## src/hdl/timer_pkg.sv

```systemverilog
package timer_pkg;

    // clock phases that make up one time pulse
    // each phase lasts exactly one clock
    localparam int PHASES = 4;

    // width of the phase counter in the sequencer
    localparam int PHASE_W = 2;

    // phase index of each strobe
    // the strobes follow each other in this order and repeat every PHASES clocks
    // read pulse, first strobe of the slot
    localparam logic [PHASE_W-1:0] PH_RT = 2'd0;

    // second phase, no further use in this block
    localparam logic [PHASE_W-1:0] PH_PHS2 = 2'd1;

    // write pulse
    localparam logic [PHASE_W-1:0] PH_WT = 2'd2;

    // clear pulse
    // odd set and even set are decoded in this phase as well
    localparam logic [PHASE_W-1:0] PH_CT = 2'd3;

    // time pulses T01 to T12 in one memory cycle
    // also the width of the one-hot time pulse bus
    localparam int TIME_PULSES = 12;

    // bit of T12 in the one-hot bus
    // T01 sits in bit 0, so the odd pulses sit in the even bits
    // gojam and reset both park the ring here
    localparam int T12_IDX = 11;

endpackage

```

## src/hdl/phase_sequencer.sv

```systemverilog
module phase_sequencer (
    input  logic clock,
    input  logic rst,
    input  logic stop,
    output logic rt,
    output logic phs2,
    output logic wt,
    output logic ct,
    output logic ring_a,
    output logic oddset,
    output logic evnset
);

    import timer_pkg::*;

    // phase that the strobe registers show on the following clock
    logic [PHASE_W-1:0] phase;
    logic               last_phase;

    // the counter wraps after the final phase of the slot
    assign last_phase = (phase == PHASE_W'(PHASES - 1));

    // free running divider, one count per clock
    // stop does not hold it, the machine keeps ticking in ring B
    always_ff @(posedge clock) begin
        if (rst) begin
            phase <= '0;
        end else if (last_phase) begin
            phase <= '0;
        end else begin
            phase <= phase + 1'b1;
        end
    end

    // phase strobes
    // registered decode of the counter, so every strobe lags the count by one clock
    // right after reset all of them are low for one clock, then rt opens the slot
    always_ff @(posedge clock) begin
        if (rst) begin
            rt   <= 1'b0;
            phs2 <= 1'b0;
            wt   <= 1'b0;
            ct   <= 1'b0;
        end else begin
            rt   <= (phase == PH_RT);
            phs2 <= (phase == PH_PHS2);
            wt   <= (phase == PH_WT);
            ct   <= (phase == PH_CT);
        end
    end

    // ring A / ring B slot flag
    // flips on the edge that closes the ct clock
    // so it stays level across the four strobes of one slot
    always_ff @(posedge clock) begin
        if (rst) begin
            ring_a <= 1'b1;
        end else if (ct) begin
            ring_a <= !ring_a;
        end
    end

    // set strobes, high together with ct
    // ring A slots give odd sets, ring B slots give even sets
    // stop masks only the odd set
    // the time pulse ring then cannot leave an even pulse and parks in T12
    always_ff @(posedge clock) begin
        if (rst) begin
            oddset <= 1'b0;
            evnset <= 1'b0;
        end else begin
            oddset <= (phase == PH_CT) && ring_a && !stop;
            evnset <= (phase == PH_CT) && !ring_a;
        end
    end

endmodule

```

## src/hdl/time_pulse_gen.sv

```systemverilog
module time_pulse_gen (
    input  logic                             clock,
    input  logic                             rst,
    input  logic                             oddset,
    input  logic                             evnset,
    input  logic                             gojam,
    output logic [timer_pkg::TIME_PULSES-1:0] time_pulse
);

    import timer_pkg::*;

    // one-hot value with only T12 set
    logic [TIME_PULSES-1:0] t12_only;
    // candidate for the next pulse, T12 wraps round to T01
    logic [TIME_PULSES-1:0] rotated;
    // next pulse has an odd number
    logic                   next_is_odd;
    // set strobe that belongs to the next pulse is present
    logic                   advance;

    assign t12_only = TIME_PULSES'(1) << T12_IDX;

    // rotate left by one
    // bit i holds pulse T(i+1)
    assign rotated = {time_pulse[TIME_PULSES-2:0], time_pulse[T12_IDX]};

    // odd pulses T01, T03 .. T11 live in the even bit positions
    always_comb begin
        next_is_odd = 1'b0;
        for (int i = 0; i < TIME_PULSES; i += 2) begin
            next_is_odd = next_is_odd | rotated[i];
        end
    end

    // an odd pulse is entered only on oddset
    // an even pulse only on evnset
    // with oddset masked by stop, T12 cannot advance to T01
    assign advance = next_is_odd ? oddset : evnset;

    // memory cycle position
    // new pulse shows one clock after the set strobe and holds 4 clocks
    always_ff @(posedge clock) begin
        if (rst) begin
            time_pulse <= t12_only;
        end else if (gojam) begin
            // jam wins over any pending advance
            time_pulse <= t12_only;
        end else if (advance) begin
            time_pulse <= rotated;
        end
    end

endmodule

```

## src/hdl/restart_ctrl.sv

```systemverilog
module restart_ctrl (
    input  logic clock,
    input  logic rst,
    input  logic sby,
    input  logic alga,
    input  logic mstrtp,
    input  logic strt1,
    input  logic strt2,
    input  logic mstp,
    input  logic evnset,
    input  logic t12,
    output logic stop,
    output logic gojam
);

    // any restart request, plain level OR
    logic goset;
    // restart stop latch, held until the cycle ends cleanly in T12
    logic stopa;
    // monitor stop latch
    logic mstp_q;
    // end of memory cycle, even set inside T12
    logic cycle_end;

    // standby, alarm, manual restart and both start inputs
    assign goset = sby | alga | mstrtp | strt1 | strt2;

    assign cycle_end = evnset & t12;

    // stopa
    // set one clock after any restart request
    // released only at a cycle end with no request pending
    // comes up set after reset, which gives the power-on restart
    always_ff @(posedge clock) begin
        if (rst) begin
            stopa <= 1'b1;
        end else if (goset) begin
            stopa <= 1'b1;
        end else if (cycle_end) begin
            stopa <= 1'b0;
        end
    end

    // monitor stop samples mstp only at a cycle end
    // a stop request thus lets the running cycle finish
    // and the release waits for the next T12 even set
    always_ff @(posedge clock) begin
        if (rst) begin
            mstp_q <= 1'b0;
        end else if (cycle_end) begin
            mstp_q <= mstp;
        end
    end

    // stop masks the odd set in the sequencer
    assign stop = stopa | mstp_q;

    // strt2 jams at once, without waiting for the latch
    // the other sources reach gojam through stopa one clock later
    assign gojam = stopa | strt2;

endmodule

```

## src/hdl/overflow_detect.sv

```systemverilog
module overflow_detect (
    input  logic clock,
    input  logic rst,
    input  logic ct,
    input  logic wl15,
    input  logic wl16,
    output logic ovf,
    output logic unf
);

    // ct divided by two
    logic ovf_tog;
    // overflow strobe, every second ct
    logic ovfstb;

    assign ovfstb = ct & ovf_tog;

    // flips on every ct
    always_ff @(posedge clock) begin
        if (rst) begin
            ovf_tog <= 1'b0;
        end else if (ct) begin
            ovf_tog <= !ovf_tog;
        end
    end

    // top two bits of the write bus disagree on overflow or underflow
    // 01 in wl16/wl15 is a positive overflow, 10 a negative one
    // result holds until the next strobe
    always_ff @(posedge clock) begin
        if (rst) begin
            ovf <= 1'b0;
            unf <= 1'b0;
        end else if (ovfstb) begin
            ovf <= wl15 & !wl16;
            unf <= wl16 & !wl15;
        end
    end

endmodule

```

## src/hdl/a2_timer.sv

```systemverilog
module a2_timer (
    input  logic                             clock,
    input  logic                             rst,
    input  logic                             sby,
    input  logic                             alga,
    input  logic                             mstrtp,
    input  logic                             strt1,
    input  logic                             strt2,
    input  logic                             mstp,
    input  logic                             wl15,
    input  logic                             wl16,
    output logic                             rt,
    output logic                             phs2,
    output logic                             wt,
    output logic                             ct,
    output logic                             ring_a,
    output logic                             oddset,
    output logic                             evnset,
    output logic [timer_pkg::TIME_PULSES-1:0] time_pulse,
    output logic                             stop,
    output logic                             gojam,
    output logic                             ovf,
    output logic                             unf
);

    import timer_pkg::*;

    // phase strobes and slot timing
    phase_sequencer u_phase_sequencer (
        .clock  (clock),
        .rst    (rst),
        .stop   (stop),
        .rt     (rt),
        .phs2   (phs2),
        .wt     (wt),
        .ct     (ct),
        .ring_a (ring_a),
        .oddset (oddset),
        .evnset (evnset)
    );

    // T01 to T12 ring
    time_pulse_gen u_time_pulse_gen (
        .clock      (clock),
        .rst        (rst),
        .oddset     (oddset),
        .evnset     (evnset),
        .gojam      (gojam),
        .time_pulse (time_pulse)
    );

    // restart and stop, released at the end of T12
    restart_ctrl u_restart_ctrl (
        .clock  (clock),
        .rst    (rst),
        .sby    (sby),
        .alga   (alga),
        .mstrtp (mstrtp),
        .strt1  (strt1),
        .strt2  (strt2),
        .mstp   (mstp),
        .evnset (evnset),
        .t12    (time_pulse[T12_IDX]),
        .stop   (stop),
        .gojam  (gojam)
    );

    // write bus sign check
    overflow_detect u_overflow_detect (
        .clock (clock),
        .rst   (rst),
        .ct    (ct),
        .wl15  (wl15),
        .wl16  (wl16),
        .ovf   (ovf),
        .unf   (unf)
    );

endmodule

```

## config.mk

```make
export PLATFORM = sky130hd
export DESIGN_NAME = a2_timer
export DESIGN_NICKNAME = d
export VERILOG_FILES = /design/src/hdl/timer_pkg.sv /design/src/hdl/phase_sequencer.sv /design/src/hdl/time_pulse_gen.sv /design/src/hdl/restart_ctrl.sv /design/src/hdl/overflow_detect.sv /design/src/hdl/a2_timer.sv
export SDC_FILE = /design/constraint.sdc
export NUM_CORES = 1
export LEC_CHECK = 0
export BUFFER_PORTS_ARGS = -buffer_cell sky130_fd_sc_hd__buf_2
export CORE_MARGIN = 5
export CORE_UTILIZATION = 26
export CTS_CLUSTER_SIZE = 8
export DETAILED_ROUTE_END_ITERATION = 7
export GPL_TIMING_DRIVEN = 0
export HOLD_SLACK_MARGIN = 0.05
export PLACE_DENSITY = 0.43
export SETUP_SLACK_MARGIN = 0.3
export SYNTH_ARGS = -nofsm -noshare
export SYNTH_HDL_FRONTEND = slang
export SYNTH_SLANG_ARGS = --single-unit
```

## constraint.sdc

```tcl
create_clock -name clock -period 3 [get_ports clock]
set_input_delay 0.75 -clock clock [delete_from_list [all_inputs] [get_ports clock]]
set_output_delay 0.75 -clock clock [all_outputs]
set_load 0.005 [all_outputs]
```

==> impl_metrics.py <==
metrics = {
    "status": {
        "status": "finished clean",
    },
    "drt": {
        "drtIter0Drc": 99,
        "wire_per_inst_um": 14.37,
        "drcViolationCount": 0,
        "dr_wl_met2_um": 1366,
        "via_count": 1082,
        "routed_wl_um": 3076,
        "top_layer": "met4",
        "wl_met3_um": 221,
        "viasPerCell": 5.056,
        "drt-met1-wl_um": 1439,
        "drtPass1Iterations": 4,
        "antenna_left": 0,
    },
    "worst_setup_path": {
        "required_ns": 2.25,
        "reg2reg_depth": 4,
        "path_max_fanout": 3,
        "end_kind": "output port",
        "critPathLaunchType": "primary input",
        "r2r_slack_ns": 1.45,
        "crit_type": "primary input to output port",
        "cp_data_arrival_time_ns": 1.24,
    },
    "floorplan": {
        "die_area_mm2": 0.005803,
        "coreArea_mm2": 0.004294,
        "start_util_pct": 26.52,
        "core.rowCount": 24,
        "fp.dieW_um": 76.18,
        "die_h_um": 76.18,
        "ios": 33,
    },
    "layout": {
        "multi_input_area_um2": 553.0,
        "regArea_um2": 520.5,
        "final_nets": 177,
        "fillers": 475,
        "diodes": 0,
        "areaGrowthSynthToFinish_pct": 26.04,
        "drive_above_1_share_pct": 26.54,
    },
    "power_and_ir_drop": {
        "seqPwrFrac_pct": 52.5,
        "p_per_area_mw_per_mm2": 478.0,
        "totalPowerFinal_w": 0.0006861,
        "comb_power_share_pct": 4.5,
        "swShare_pct": 19.88,
        "p_sw_w": 0.0001364,
        "ir_worst_vdd_mv": 0.2878,
        "power_frac_clock_pct": 43.1,
        "internal_power_w": 0.0005496,
        "power_leakage_nw": 0.5215,
    },
    "place": {
        "port_buffers": 32,
        "gp_congestion": 0.7325,
        "dp_hpwl_um": 2182,
    },
    "grt": {
        "grt_max_degree": 16,
        "antenna_found_initial": 0,
        "grt_pass1_wl_um": 5368,
        "grt_pass1_vias": 1133,
        "overflow": 0,
        "track_usage_pct": 11.00,
    },
    "cts": {
        "cts_tree": "yes",
        "numCtsBuffers": 3,
        "cts_resized": 0,
        "cts.path.max_buffers": 2,
        "clk-insertion-delay-late_ns": 0.27,
        "cts_num_sinks": 26,
        "cts_hold_buf": 0,
        "htreeDepth": 1,
        "post-cts-setup-buffers": 0,
        "clkSlewWorstSetupHoldPaths_ns": 0.09,
        "cts_root_buf": "clkbuf_8",
    },
    "worst_hold_path": {
        "min_path_cells": 2,
        "hp-class": "flop to flop",
    },
    "timing": {
        "fin_crit_sh_pct": 66.43,
        "grt_setup_unrepaired": "false",
        "finalSetupViolations": 0,
        "worst_pin_slew_ns": 0.5103,
        "setup_tns_ns": 0,
        "min_period_ns": 1.993,
        "timing.slew.headroom_pct": 65.98,
        "worst_clock_skew_ns": 0.002376,
        "drv_slew": 0,
        "max_freq_ghz": 0.5018,
        "hold_viol_final": 0,
    },
    "logic_synthesis": {
        "netlist_area_mm2": 0.001139,
        "synthAdderAreaFrac_pct": 4.396,
        "yosysWarningCount": 0,
        "synth-compound-area-share_pct": 15.71,
        "synth_top_family_by_area": "simple AND/OR/NAND/NOR gates",
        "synthSimpleGateAreaFrac_pct": 26.92,
        "avgSynthCellArea_um2": 9.036,
        "synth-xor-area-share_pct": 1.538,
        "synthMuxAreaShare_pct": 0,
        "synth_nets": 140,
        "synth_seq_cells": 26,
        "syn_inst": 126,
        "ys_seq_area_share_pct": 45.71,
        "ys_types": 28,
    },
    "flow_run": {
        "max-cap-violations": 0,
    },
}
[final timing paths]
check	to	start
worst max-delay path	gojam	strt2
worst min-delay path	u_overflow_detect.ovf	u_overflow_detect.ovf
worst max register to register	u_time_pulse_gen.time_pulse[10]	u_time_pulse_gen.time_pulse[11]
worst min register to register	u_overflow_detect.ovf	u_overflow_detect.ovf
[registers in the layout (all words and copies together) (netlist names)]
| name | count |
|---|---|
| u_restart_ctrl.mstp_q | 1 |
| u_phase_sequencer.wt | 1 |
| u_phase_sequencer.phs2 | 1 |
| u_overflow_detect.ovf_tog | 1 |
| u_overflow_detect.ovf | 1 |
| u_phase_sequencer.ct | 1 |
| u_phase_sequencer.ring_a | 1 |
| u_phase_sequencer.evnset | 1 |
| u_phase_sequencer.rt | 1 |
| u_restart_ctrl.stopa | 1 |
| u_overflow_detect.unf | 1 |
| u_time_pulse_gen.time_pulse | 12 |
| u_phase_sequencer.phase | 2 |
| u_phase_sequencer.oddset | 1 |
[cells in the final DEF, fill, tap and decap left out, drive strengths merged]
cell,n
buf,35
dfxtp,26
nand2,17
o211ai,12
a31oi,11
clkbuf,10
nand4b,8
nand4,6
nor2b,5
nor2,4
a21oi,4
ha,4
inv,4
nand3,3
xnor2,2
or2,2
nor4,2
nor3,1
or4,1
or3,1
and3,1
nand2b,1
nor3b,1
bufinv,1
[cell type report]
type	instances	share of cell area, %
multi-input combinational	86	38.54
sequential	26	36.27
timing repair buffer	32	11.16
tap	52	4.534
buffer	10	3.487
clock buffer	3	2.877
clock inverter	1	2.092
inverter	4	1.046
[power groups by stage]
stage          Sequential (W)  Clock, W  Combinational, W
2_1_floorplan        0.000368         0         0.0000160
3_3_place_gp         0.000368         0         0.0000313
3_5_place_dp         0.000368         0         0.0000317
4_1_cts              0.000360  0.000305         0.0000318
5_1_grt              0.000362  0.000322         0.0000366
6_report             0.000360  0.000295         0.0000308
[metrics by stage]
| step | instance area [um2] | hold slack, ns | instances | setup WS, ns | utilization (%) |
|---|---|---|---|---|---|
| after floorplan | 1139 | 0.4363 | 126 | 1.233 | - |
| after global placement | 1364 | 0.4428 | 210 | 1.003 | 31.76 |
| after detailed placement | 1364 | 0.4457 | 210 | 1.008 | 31.76 |
| after CTS | 1435 | 0.4632 | 214 | 1.005 | 33.42 |
| after global routing | 1435 | 0.4756 | 214 | 0.9821 | 33.42 |
| final | 1435 | 0.4587 | 214 | 1.007 | 33.42 |
[critical path, stage by stage]
cell,delay (ns)
buf_2,0.11
or2_2,0.26
buf_2,0.13
[cell families (layout without fill, tap and decap cells)]
| kind of cell | after synthesis | count (layout) |
|---|---|---|
| compound gates | 27 | 27 |
| xor+xnor | 2 | 2 |
| fa+ha+maj | 4 | 4 |
| buf+inv | 14 | 50 |
| flops | 26 | 26 |
| simple gates | 53 | 53 |
[Yosys cell counts]
cell      count  area, um2
nor2b_1       5      31.28
nand3_1       3      15.01
or2_2         1      6.260
or3_1         1      6.260
buf_6         1      11.26
a21oi_1       4      20.02
a31oi_1      11      68.82
and3_1        1      6.260
or2_0         1      6.260
dfxtp_1      26      520.5
inv_2         1      3.750
nor3_1        1      5.000
o211ai_1     12      90.09
buf_2         1      5.000
ha_1          4      50.05
inv_1         3      11.26
nand4_1       6      37.54
clkbuf_1      7      26.28
nor3b_1       1      7.510
nand4b_1      8      70.07
or4_4         1      11.26
buf_4         1      7.510
nor2_1        4      15.01
nand2_1      17      63.81
nand2b_1      1      6.260
nor4_2        1      12.51
xnor2_1       2      17.52
nor4_1        1      6.260
[layer usage]
layer | up-vias | track usage (%)
met4 | 0 | 2.972
met1 | 508 | 14.13
met3 | 4 | 4.255
met5 | - | 0
met2 | 40 | 17.12
li1 | 530 | -
Power figures use the tool's default switching activity.
